<file path="src/source/wb_pkg.sv">
`default_nettype none

package wb_pkg;

    localparam int TLB_NUM_DEFAULT = 16;
    localparam int EXC_NUM = 12;

    // bit 0 wins when several are set
    typedef logic [EXC_NUM-1:0] exc_vec_t;

    // int, AdEL(if), TLBL(if), RI, Ov, Sys, Bp, AdEL, AdES, TLBL, TLBS, Mod
    localparam logic [4:0] EXC_CODE [EXC_NUM] = '{
        5'd0, 5'd4, 5'd2, 5'd10, 5'd12, 5'd8,
        5'd9, 5'd4, 5'd5, 5'd2, 5'd3, 5'd1
    };

    // sources that latch BadVAddr
    localparam exc_vec_t EXC_BADVADDR = 12'b1111_1000_0110;

    localparam logic [31:0] EXC_VECTOR = 32'hbfc00380;

    // {reg number, select}
    localparam logic [7:0] CP0_INDEX    = {5'd0, 3'd0};
    localparam logic [7:0] CP0_ENTRYLO0 = {5'd2, 3'd0};
    localparam logic [7:0] CP0_ENTRYLO1 = {5'd3, 3'd0};
    localparam logic [7:0] CP0_BADVADDR = {5'd8, 3'd0};
    localparam logic [7:0] CP0_ENTRYHI  = {5'd10, 3'd0};
    localparam logic [7:0] CP0_STATUS   = {5'd12, 3'd0};
    localparam logic [7:0] CP0_CAUSE    = {5'd13, 3'd0};
    localparam logic [7:0] CP0_EPC      = {5'd14, 3'd0};

    typedef struct packed {
        logic [31:0] pc;
        logic [31:0] alu_result;
        logic [4:0]  dest;
        logic [3:0]  gr_we;
        logic        res_from_cp0;
        logic        cp0_wen;
        logic [7:0]  cp0_addr;
        logic        eret;
        exc_vec_t    exc;
        logic        bd;
        logic [31:0] badvaddr;
        logic        inst_tlbp;
        logic        inst_tlbr;
        logic        inst_tlbwi;
        logic        tlb_flush;
    } ms_bundle_t;

    typedef struct packed {
        logic [18:0] vpn2;
        logic [4:0]  zeros;
        logic [7:0]  asid;
    } entryhi_t;

    typedef struct packed {
        logic [5:0]  zeros;
        logic [19:0] pfn;
        logic [2:0]  c;
        logic        d;
        logic        v;
        logic        g;
    } entrylo_t;

    typedef union packed {
        logic [31:0] raw;
        entryhi_t    hi;
        entrylo_t    lo;
    } cp0_word_u;

    typedef struct packed {
        logic [18:0] vpn2;
        logic [7:0]  asid;
        logic        g;
        logic [19:0] pfn0;
        logic [2:0]  c0;
        logic        d0;
        logic        v0;
        logic [19:0] pfn1;
        logic [2:0]  c1;
        logic        d1;
        logic        v1;
    } tlb_entry_t;

    typedef struct packed {
        logic        cp0_wen;
        logic [7:0]  cp0_addr;
        logic [31:0] wdata;
        logic        exc_take;
        logic [4:0]  exc_code;
        logic        badvaddr_wen;
        logic [31:0] badvaddr;
        logic [31:0] pc;
        logic        bd;
        logic        eret;
        logic        tlbp;
        logic        tlbr;
        logic        tlbwi;
    } cp0_ctrl_t;

    typedef struct packed {
        logic [3:0]  we;
        logic [4:0]  addr;
        logic [31:0] data;
    } rf_write_t;

    typedef struct packed {
        logic        valid;
        logic [3:0]  we;
        logic [4:0]  dest;
        logic [31:0] data;
    } bypass_t;

    typedef struct packed {
        logic        flush;
        logic        tlb_flush;
        logic [31:0] target;
    } flush_t;

endpackage

`default_nettype wire
</file>
<file path="src/source/wb_subsystem.sv">
`timescale 1ns/10ps
`default_nettype none

module wb_subsystem import wb_pkg::*; #(
    parameter int TLB_NUM = TLB_NUM_DEFAULT
) (
    input  logic       clk,
    input  logic       reset,
    input  logic       ms_valid,
    input  ms_bundle_t ms_bundle,
    input  logic       flush,
    input  logic [5:0] ext_int,
    output rf_write_t  rf_write,
    output bypass_t    bypass,
    output flush_t     flush_req,
    output logic       int_happen,
    output logic       entryhi_hazard
);

    logic                       ws_valid;
    ms_bundle_t                 ws_item;
    cp0_ctrl_t                  cp0_ctrl;
    logic [31:0]                cp0_rdata;
    logic [31:0]                epc;
    entryhi_t                   entryhi;
    logic [$clog2(TLB_NUM)-1:0] tlb_index;
    tlb_entry_t                 tlbwi_entry;
    logic                       probe_hit;
    logic [$clog2(TLB_NUM)-1:0] probe_index;
    tlb_entry_t                 read_entry;

    wb_decode wb_decode_i (
        .clk      (clk),
        .reset    (reset),
        .flush    (flush),
        .ms_valid (ms_valid),
        .ms_bundle(ms_bundle),
        .ws_valid (ws_valid),
        .ws_item  (ws_item),
        .cp0_ctrl (cp0_ctrl)
    );

    cp0_regs #(.TLB_NUM(TLB_NUM)) cp0_regs_i (
        .clk        (clk),
        .reset      (reset),
        .cp0_ctrl   (cp0_ctrl),
        .ext_int    (ext_int),
        .probe_hit  (probe_hit),
        .probe_index(probe_index),
        .read_entry (read_entry),
        .cp0_rdata  (cp0_rdata),
        .epc        (epc),
        .entryhi    (entryhi),
        .tlb_index  (tlb_index),
        .tlbwi_entry(tlbwi_entry),
        .int_happen (int_happen)
    );

    tlb_array #(.TLB_NUM(TLB_NUM)) tlb_array_i (
        .clk        (clk),
        .reset      (reset),
        .entryhi    (entryhi),
        .tlb_index  (tlb_index),
        .tlbwi_we   (cp0_ctrl.tlbwi),
        .tlbwi_entry(tlbwi_entry),
        .probe_hit  (probe_hit),
        .probe_index(probe_index),
        .read_entry (read_entry)
    );

    wb_result wb_result_i (
        .ws_valid      (ws_valid),
        .ws_item       (ws_item),
        .cp0_rdata     (cp0_rdata),
        .epc           (epc),
        .rf_write      (rf_write),
        .bypass        (bypass),
        .flush_req     (flush_req),
        .entryhi_hazard(entryhi_hazard)
    );

endmodule

`default_nettype wire

</file>
<file path="src/source/wb_result.sv">
`timescale 1ns/10ps
`default_nettype none

module wb_result import wb_pkg::*; (
    input  logic        ws_valid,
    input  ms_bundle_t  ws_item,
    input  logic [31:0] cp0_rdata,
    input  logic [31:0] epc,
    output rf_write_t   rf_write,
    output bypass_t     bypass,
    output flush_t      flush_req,
    output logic        entryhi_hazard
);

    logic        has_exc;
    logic [31:0] final_result;
    logic [3:0]  rf_we;

    assign has_exc      = |ws_item.exc;
    assign final_result = ws_item.res_from_cp0 ? cp0_rdata : ws_item.alu_result;
    assign rf_we        = ws_item.gr_we & {4{ws_valid && !has_exc}};

    assign rf_write = '{we: rf_we, addr: ws_item.dest, data: final_result};

    // decode uses this for both stall and forwarding
    assign bypass = '{valid: ws_valid, we: rf_we, dest: ws_item.dest, data: final_result};

    always_comb begin
        flush_req.flush     = ws_valid && (has_exc || ws_item.eret);
        flush_req.tlb_flush = ws_valid && ws_item.tlb_flush;
        if (has_exc) begin
            flush_req.target = EXC_VECTOR;
        end else if (ws_item.eret) begin
            flush_req.target = epc;
        end else begin
            // refetch from the tlb instruction itself
            flush_req.target = ws_item.pc;
        end
    end

    assign entryhi_hazard = ws_valid && ((ws_item.cp0_wen && ws_item.cp0_addr == CP0_ENTRYHI) ||
                                         ws_item.inst_tlbr);

endmodule

`default_nettype wire

</file>
<file path="src/source/tlb_array.sv">
`timescale 1ns/10ps
`default_nettype none

module tlb_array import wb_pkg::*; #(
    parameter int TLB_NUM = TLB_NUM_DEFAULT
) (
    input  logic                       clk,
    input  logic                       reset,
    input  entryhi_t                   entryhi,
    input  logic [$clog2(TLB_NUM)-1:0] tlb_index,
    input  logic                       tlbwi_we,
    input  tlb_entry_t                 tlbwi_entry,
    output logic                       probe_hit,
    output logic [$clog2(TLB_NUM)-1:0] probe_index,
    output tlb_entry_t                 read_entry
);

    localparam int IDX_W = $clog2(TLB_NUM);

    tlb_entry_t entries [TLB_NUM];
    logic [TLB_NUM-1:0] match;

    always_ff @(posedge clk) begin
        if (reset) begin
            for (int i = 0; i < TLB_NUM; i++) begin
                entries[i] <= '0;
            end
        end else if (tlbwi_we) begin
            entries[tlb_index] <= tlbwi_entry;
        end
    end

    // global entries ignore asid
    always_comb begin
        for (int i = 0; i < TLB_NUM; i++) begin
            match[i] = (entries[i].vpn2 == entryhi.vpn2) &&
                       (entries[i].g || entries[i].asid == entryhi.asid);
        end
    end

    always_comb begin
        probe_index = '0;
        for (int i = 0; i < TLB_NUM; i++) begin
            if (match[i]) begin
                probe_index = IDX_W'(i);
            end
        end
    end

    assign probe_hit  = |match;
    assign read_entry = entries[tlb_index];

endmodule

`default_nettype wire

</file>
<file path="src/source/cp0_regs.sv">
`timescale 1ns/10ps
`default_nettype none

module cp0_regs import wb_pkg::*; #(
    parameter int TLB_NUM = TLB_NUM_DEFAULT
) (
    input  logic                       clk,
    input  logic                       reset,
    input  cp0_ctrl_t                  cp0_ctrl,
    input  logic [5:0]                 ext_int,
    input  logic                       probe_hit,
    input  logic [$clog2(TLB_NUM)-1:0] probe_index,
    input  tlb_entry_t                 read_entry,
    output logic [31:0]                cp0_rdata,
    output logic [31:0]                epc,
    output entryhi_t                   entryhi,
    output logic [$clog2(TLB_NUM)-1:0] tlb_index,
    output tlb_entry_t                 tlbwi_entry,
    output logic                       int_happen
);

    localparam int IDX_W = $clog2(TLB_NUM);

    cp0_word_u wr_word;

    logic             index_p;
    logic [IDX_W-1:0] index_val;
    entrylo_t         entrylo0;
    entrylo_t         entrylo1;
    logic [31:0]      badvaddr;
    logic [7:0]       status_im;
    logic             status_exl;
    logic             status_ie;
    logic             cause_bd;
    logic [5:0]       cause_ip_hw;
    logic [1:0]       cause_ip_sw;
    logic [4:0]       cause_exc_code;

    assign wr_word.raw = cp0_ctrl.wdata;

    always_ff @(posedge clk) begin
        if (reset) begin
            index_p        <= 1'b0;
            index_val      <= '0;
            entryhi        <= '0;
            entrylo0       <= '0;
            entrylo1       <= '0;
            badvaddr       <= '0;
            epc            <= '0;
            status_im      <= '0;
            status_exl     <= 1'b0;
            status_ie      <= 1'b0;
            cause_bd       <= 1'b0;
            cause_ip_hw    <= '0;
            cause_ip_sw    <= '0;
            cause_exc_code <= '0;
        end else begin
            cause_ip_hw <= ext_int;
            if (cp0_ctrl.exc_take) begin
                status_exl     <= 1'b1;
                cause_exc_code <= cp0_ctrl.exc_code;
                cause_bd       <= cp0_ctrl.bd;
                // nested exception keeps the first return address
                if (!status_exl) begin
                    epc <= cp0_ctrl.bd ? cp0_ctrl.pc - 32'd4 : cp0_ctrl.pc;
                end
                if (cp0_ctrl.badvaddr_wen) begin
                    badvaddr <= cp0_ctrl.badvaddr;
                end
            end else if (cp0_ctrl.eret) begin
                status_exl <= 1'b0;
            end else if (cp0_ctrl.cp0_wen) begin
                case (cp0_ctrl.cp0_addr)
                    CP0_INDEX: index_val <= wr_word.raw[IDX_W-1:0];
                    CP0_ENTRYHI: begin
                        entryhi.vpn2 <= wr_word.hi.vpn2;
                        entryhi.asid <= wr_word.hi.asid;
                    end
                    CP0_ENTRYLO0: entrylo0 <= '{zeros: '0, pfn: wr_word.lo.pfn,
                        c: wr_word.lo.c, d: wr_word.lo.d, v: wr_word.lo.v, g: wr_word.lo.g};
                    CP0_ENTRYLO1: entrylo1 <= '{zeros: '0, pfn: wr_word.lo.pfn,
                        c: wr_word.lo.c, d: wr_word.lo.d, v: wr_word.lo.v, g: wr_word.lo.g};
                    CP0_STATUS: begin
                        status_im  <= wr_word.raw[15:8];
                        status_exl <= wr_word.raw[1];
                        status_ie  <= wr_word.raw[0];
                    end
                    CP0_CAUSE: cause_ip_sw <= wr_word.raw[9:8];
                    CP0_EPC: epc <= wr_word.raw;
                    default: ;
                endcase
            end else if (cp0_ctrl.tlbp) begin
                // index field left alone on a miss
                index_p <= !probe_hit;
                if (probe_hit) begin
                    index_val <= probe_index;
                end
            end else if (cp0_ctrl.tlbr) begin
                entryhi  <= '{vpn2: read_entry.vpn2, zeros: '0, asid: read_entry.asid};
                entrylo0 <= '{zeros: '0, pfn: read_entry.pfn0, c: read_entry.c0,
                    d: read_entry.d0, v: read_entry.v0, g: read_entry.g};
                entrylo1 <= '{zeros: '0, pfn: read_entry.pfn1, c: read_entry.c1,
                    d: read_entry.d1, v: read_entry.v1, g: read_entry.g};
            end
        end
    end

    always_comb begin
        case (cp0_ctrl.cp0_addr)
            CP0_INDEX:    cp0_rdata = {index_p, {(31 - IDX_W){1'b0}}, index_val};
            CP0_ENTRYLO0: cp0_rdata = entrylo0;
            CP0_ENTRYLO1: cp0_rdata = entrylo1;
            CP0_BADVADDR: cp0_rdata = badvaddr;
            CP0_ENTRYHI:  cp0_rdata = entryhi;
            // BEV hardwired at bit 22
            CP0_STATUS:   cp0_rdata = {9'd0, 1'b1, 6'd0, status_im, 6'd0, status_exl, status_ie};
            CP0_CAUSE:    cp0_rdata = {cause_bd, 15'd0, cause_ip_hw, cause_ip_sw, 1'b0,
                                       cause_exc_code, 2'b00};
            CP0_EPC:      cp0_rdata = epc;
            default:      cp0_rdata = '0;
        endcase
    end

    assign tlb_index = index_val;

    assign tlbwi_entry = '{vpn2: entryhi.vpn2, asid: entryhi.asid, g: entrylo0.g & entrylo1.g,
                           pfn0: entrylo0.pfn, c0: entrylo0.c, d0: entrylo0.d, v0: entrylo0.v,
                           pfn1: entrylo1.pfn, c1: entrylo1.c, d1: entrylo1.d, v1: entrylo1.v};

    assign int_happen = status_ie && !status_exl && |({cause_ip_hw, cause_ip_sw} & status_im);

endmodule

`default_nettype wire

</file>
<file path="src/source/wb_decode.sv">
`timescale 1ns/10ps
`default_nettype none

module wb_decode import wb_pkg::*; (
    input  logic       clk,
    input  logic       reset,
    input  logic       flush,
    input  logic       ms_valid,
    input  ms_bundle_t ms_bundle,
    output logic       ws_valid,
    output ms_bundle_t ws_item,
    output cp0_ctrl_t  cp0_ctrl
);

    logic       has_exc;
    logic       commit;
    logic [4:0] exc_code;
    logic       badvaddr_sel;

    always_ff @(posedge clk) begin
        if (reset || flush) begin
            ws_valid <= 1'b0;
        end else begin
            ws_valid <= ms_valid;
        end
        if (ms_valid) begin
            ws_item <= ms_bundle;
        end
    end

    // highest priority source is the lowest bit
    always_comb begin
        exc_code     = '0;
        badvaddr_sel = 1'b0;
        for (int i = EXC_NUM - 1; i >= 0; i--) begin
            if (ws_item.exc[i]) begin
                exc_code     = EXC_CODE[i];
                badvaddr_sel = EXC_BADVADDR[i];
            end
        end
    end

    assign has_exc = |ws_item.exc;
    // side effects only for a valid item without exception
    assign commit  = ws_valid && !has_exc;

    always_comb begin
        cp0_ctrl.cp0_wen      = commit && ws_item.cp0_wen;
        cp0_ctrl.cp0_addr     = ws_item.cp0_addr;
        cp0_ctrl.wdata        = ws_item.alu_result;
        cp0_ctrl.exc_take     = ws_valid && has_exc;
        cp0_ctrl.exc_code     = exc_code;
        cp0_ctrl.badvaddr_wen = ws_valid && badvaddr_sel;
        cp0_ctrl.badvaddr     = ws_item.badvaddr;
        cp0_ctrl.pc           = ws_item.pc;
        cp0_ctrl.bd           = ws_item.bd;
        cp0_ctrl.eret         = commit && ws_item.eret;
        cp0_ctrl.tlbp         = commit && ws_item.inst_tlbp;
        cp0_ctrl.tlbr         = commit && ws_item.inst_tlbr;
        cp0_ctrl.tlbwi        = commit && ws_item.inst_tlbwi;
    end

endmodule

`default_nettype wire

</file>
<file path="config.mk">
export PLATFORM = sky130hd
export DESIGN_NAME = wb_subsystem
export DESIGN_NICKNAME = d
export VERILOG_FILES = /design/src/source/wb_pkg.sv /design/src/source/wb_subsystem.sv /design/src/source/wb_result.sv /design/src/source/tlb_array.sv /design/src/source/cp0_regs.sv /design/src/source/wb_decode.sv
export SDC_FILE = /design/constraint.sdc
export NUM_CORES = 2
export LEC_CHECK = 0
export BUFFER_PORTS_ARGS = -buffer_cell sky130_fd_sc_hd__buf_2
export CAP_MARGIN = 20
export CORE_UTILIZATION = 30
export DETAILED_ROUTE_END_ITERATION = 10
export PLACE_DENSITY_LB_ADDON = 0.15
export SLEW_MARGIN = 40
export SYNTH_ARGS = -nofsm -noshare
export SYNTH_HDL_FRONTEND = slang
export SYNTH_SLANG_ARGS = --single-unit
</file>
<file path="constraint.sdc">
create_clock -name clk -period 3.72 [get_ports clk]
set_input_delay 0.186 -clock clk [delete_from_list [all_inputs] [get_ports clk]]
set_output_delay 0.186 -clock clk [all_outputs]
set_load 0.03 [all_outputs]
</file>
==> out/qor.csv <==
stage,metric,value,unit
floorplanning,Std-Cell Rows,182,
timing,"Hold Vio Cnt, Final",0,
layout,Final Cell Area,89500,um^2
floorplanning,Die Height,501,um
clock_network,TritonCTS buffer count,182,
power_and_ir_drop,Total Power,40.1,mW
floorplanning,IO Count,262,
detailed_routing,remaining antenna violation count,0,
placement,Final Wtd Congestion,0.890,
detailed_routing,wire per inst,31.1,um
floorplanning,die area,251000,um^2
timing,Tightest Pin Transition,0.835,ns
clock_network,Longest Clk Path Bufs,3,
yosys,register area share after synthesis,0.601,
yosys,Main synth FF type,edfxtp_1,
timing,Hold WS,0.0497,ns
clock_network,Root Driver,clkbuf_16,
power_and_ir_drop,combinational fraction of design power,0.053,
clock_network,clock slew at reported path FFs,0.06,ns
yosys,Synthesis Warnings,0,
power_and_ir_drop,Pint,30.6,mW
timing,Final Setup Violations,0,
placement,Port Buffer Count,261,
floorplanning,core area,247000,um^2
flow_run,Max-cap violations,0,
clock_network,Skew-Pair Late Insertion Delay,0.86,ns
detailed_routing,DRT iter0 DRCs,5629,
power_and_ir_drop,Worst IR Drop VDD,0.000475,V
yosys,Post-synth EDFFs,1381,
placement,Final HPWL DP,178,mm
placement,placed instance count,8631,
yosys,syn nets,5490,
timing,worst clock skew,0.0644,ns
timing,Final period util,0.979,
power_and_ir_drop,Power Density,448,nW/um^2
yosys,post-synth cell types,70,
layout,layout overhead on the synthesized area,19.6,%
floorplanning,Die Width,501,um
timing,Slew Limit Fails,0,
power_and_ir_drop,leak pwr,32.3,nW
power_and_ir_drop,Seq pwr share,0.502,
timing,Max Freq,0.275,GHz
floorplanning,Initial Util,0.303,
timing,worst setup margin,0.0790,ns
yosys,Netlist Area Pre-Place,74800,um^2
worst_setup_path,R2R cell count,11,
worst_setup_path,Worst Path Required,3.53,ns
detailed_routing,DRC Markers,0,
layout,share of cells above drive strength 1,0.216,
clock_network,# H-tree levels,4,
clock_network,Clock Sinks,1557,
detailed_routing,WL final,286,mm
timing,Final min period,3.64,ns
yosys,async set or reset register ratio after synthesis,0,
global_route,Overflow after GRT,0,
min_path,hold path depth,2,
global_route,initial antenna violation count,26,
worst_setup_path,WP data arrival,3.45,ns
global_route,GRT Util Overall,0.226,
status,status,"complete, no violations",
detailed_routing,DR vias,47300,
timing,final setup TNS,0,ns
power_and_ir_drop,clock share of power,0.445,
global_route,first-pass GRT wire length,395,mm
power_and_ir_drop,Psw,9.48,mW
yosys,Avg Synthesized Cell Area,14.0,um^2
yosys,"FF+latch count, synth",1557,
detailed_routing,drt pass-1 iters,8,
min_path,min-delay worst type,primary input to flop,
timing,Slew Limit Headroom,0.442,
worst_setup_path,peak fanout along the critical path,13,
clock_network,CTS tree,done,
layout,Finished Layout Cells,9218,
placement,Area after DPL,81100,um^2
power_and_ir_drop,Sw Share,0.236,
layout,Layout Utilization,0.362,
yosys,Post-Syn Instances,5346,
detailed_routing,vias per cell,5.13,
layout,Nets,5881,
worst_setup_path,startpoint types,flop,
global_route,largest net degree at the start of global routing,115,
placement,Setup WS pre-CTS,0.0863,ns
worst_setup_path,Crit Path Category,flop to output pin,
global_route,vias in the first global route,47600,
worst_setup_path,endpoint class of the critical path,output pin,
metal layers:
metal | global-route usage | vias up | share of wire
li1 | - | 20300 | -
met1 | 0.311 | 24800 | 0.44
met2 | 0.369 | 1924 | 0.47
met3 | 0.0292 | 339 | 0.062
met4 | 0.0690 | 0 | 0.030
met5 | 0 | - | 0
cells in the final DEF (no fill, tap or decap), types with 13 or more instances in the layout:
master / netlist / final
a211oi_1: 33 / 33
a21oi_1: 91 / 91
a222oi_1: 23 / 23
a311oi_1: 78 / 78
and2_1: 1233 / 1233
and3_1: 24 / 22
buf_12: 0 / 90
buf_2: 69 / 260
buf_4: 76 / 155
clkbuf_1: 349 / 61
clkbuf_16: 0 / 182
clkbuf_8: 0 / 13
clkinv_1: 0 / 35
clkinv_2: 0 / 28
dfxtp_1: 176 / 151
dfxtp_2: 0 / 21
dlygate4sd3_1: 0 / 221
edfxtp_1: 1381 / 1381
inv_1: 38 / 38
mux2i_1: 88 / 87
mux4_2: 390 / 390
nand2_1: 191 / 191
nand3_1: 37 / 36
nand4_1: 18 / 18
nor2_1: 240 / 227
nor2_4: 4 / 15
nor3_1: 23 / 20
nor4_1: 99 / 97
o21ai_0: 31 / 30
o22ai_2: 0 / 16
or2_4: 0 / 16
or3_1: 17 / 16
xnor2_1: 65 / 65
xor2_1: 393 / 393
power groups by stage:
stage / registers (mW) / clock network [mW] / logic (mW)
after global placement: 20.5 / 0 / 1.91
after detailed placement: 20.5 / 0 / 1.92
after floorplan: 20.3 / 0 / 1.00
final: 20.1 / 17.9 / 2.11
after CTS: 20.1 / 18.2 / 2.11
after global routing: 20.2 / 18.8 / 2.20
registers in the layout, indices dropped and copies added, names as in the netlist, named ones only:
register                   flops
tlb_array_i.entries         1248
wb_decode_i.cp0_ctrl         105
cp0_regs_i.tlbwi_entry        50
cp0_regs_i.badvaddr           32
cp0_regs_i.epc                32
wb_decode_i.ws_item           28
cp0_regs_i.entryhi            27
cp0_regs_i.status_im           8
cp0_regs_i.cause_ip_hw         6
cp0_regs_i.cause_exc_code      4
cp0_regs_i.tlb_index           4
cp0_regs_i.cause_ip_sw         2
cp0_regs_i.cause_bd            1
cp0_regs_i.entrylo0            1
cp0_regs_i.entrylo1            1
cp0_regs_i.index_p             1
cp0_regs_i.status_exl          1
cp0_regs_i.status_ie           1
wb_decode_i.ws_valid           1
cell type report:
cell class                 instances  area, um^2
multi-input combinational       3227       27700
clock buffer                     254        4930
sequential                      1557       45000
clock inverter                    91         943
tap                             3312        4140
inverter                          38         143
fill                           23600      157000
timing repair buffer             731        6540
antenna                            8        20.0
final timing paths:
kind / start / endpoint / slack, ns
min reg2reg: cp0_regs_i.status_im[4]$_SDFFE_PP0P_ / cp0_regs_i.status_im[4]$_SDFFE_PP0P_ / 0.47
max reg2reg: cp0_regs_i.entryhi[18]$_SDFFE_PP0P_ / flop / 0.18
max: wb_decode_i.cp0_ctrl[114]$_DFFE_PP_ / bypass[7] / 0.08
min: ms_bundle[127] / wb_decode_i.cp0_ctrl[31]$_DFFE_PP_ / 0.05
cell families (layout without fill, tap and decap cells):
| kind of cell | Yosys count | after routing | share of synthesized area |
|---|---|---|---|
| xor+xnor | 458 | 458 | 0.0536 |
| flops | 1557 | 1557 | 0.601 |
| compound gates | 321 | 321 | 0.0301 |
| buf+inv | 562 | 1114 | 0.0337 |
| fa+ha+maj | 1 | 1 | 0.000167 |
| simple gates | 1961 | 1961 | 0.151 |
| other cells | 0 | 8 | 0 |
| mux | 486 | 486 | 0.130 |
critical path: stages (launching register included):
cell      delay (ns)
edfxtp_1        0.50
or3_4           0.49
nor3_4          0.32
buf_12          0.18
o41ai_4         0.11
buf_4           0.32
o22ai_1         0.38
buf_2           0.28
cell usage after synthesis (78+ instances only):
| library cell | count | area share |
|---|---|---|
| dfxtp_1 | 176 | 0.047 |
| a21oi_1 | 91 | 0.0061 |
| a311oi_1 | 78 | 0.0091 |
| nand2_1 | 191 | 0.0096 |
| edfxtp_1 | 1381 | 0.55 |
| mux2i_1 | 88 | 0.012 |
| nor4_1 | 99 | 0.0083 |
| and2_1 | 1233 | 0.10 |
| clkbuf_1 | 349 | 0.018 |
| mux4_2 | 390 | 0.12 |
| nor2_1 | 240 | 0.012 |
| xor2_1 | 393 | 0.046 |
what timing repair did:
action                                  4_1_cts  5_1_grt
hold buffers                                221        0
setup buffers                                 8        5
endpoints found under the hold margin       245        0
pin swaps                                     3        2
cloned                                        0        0
endpoints found under the setup margin       42       30
resized for setup                            20        8
No activity file was read; power rests on OpenSTA's default activity.
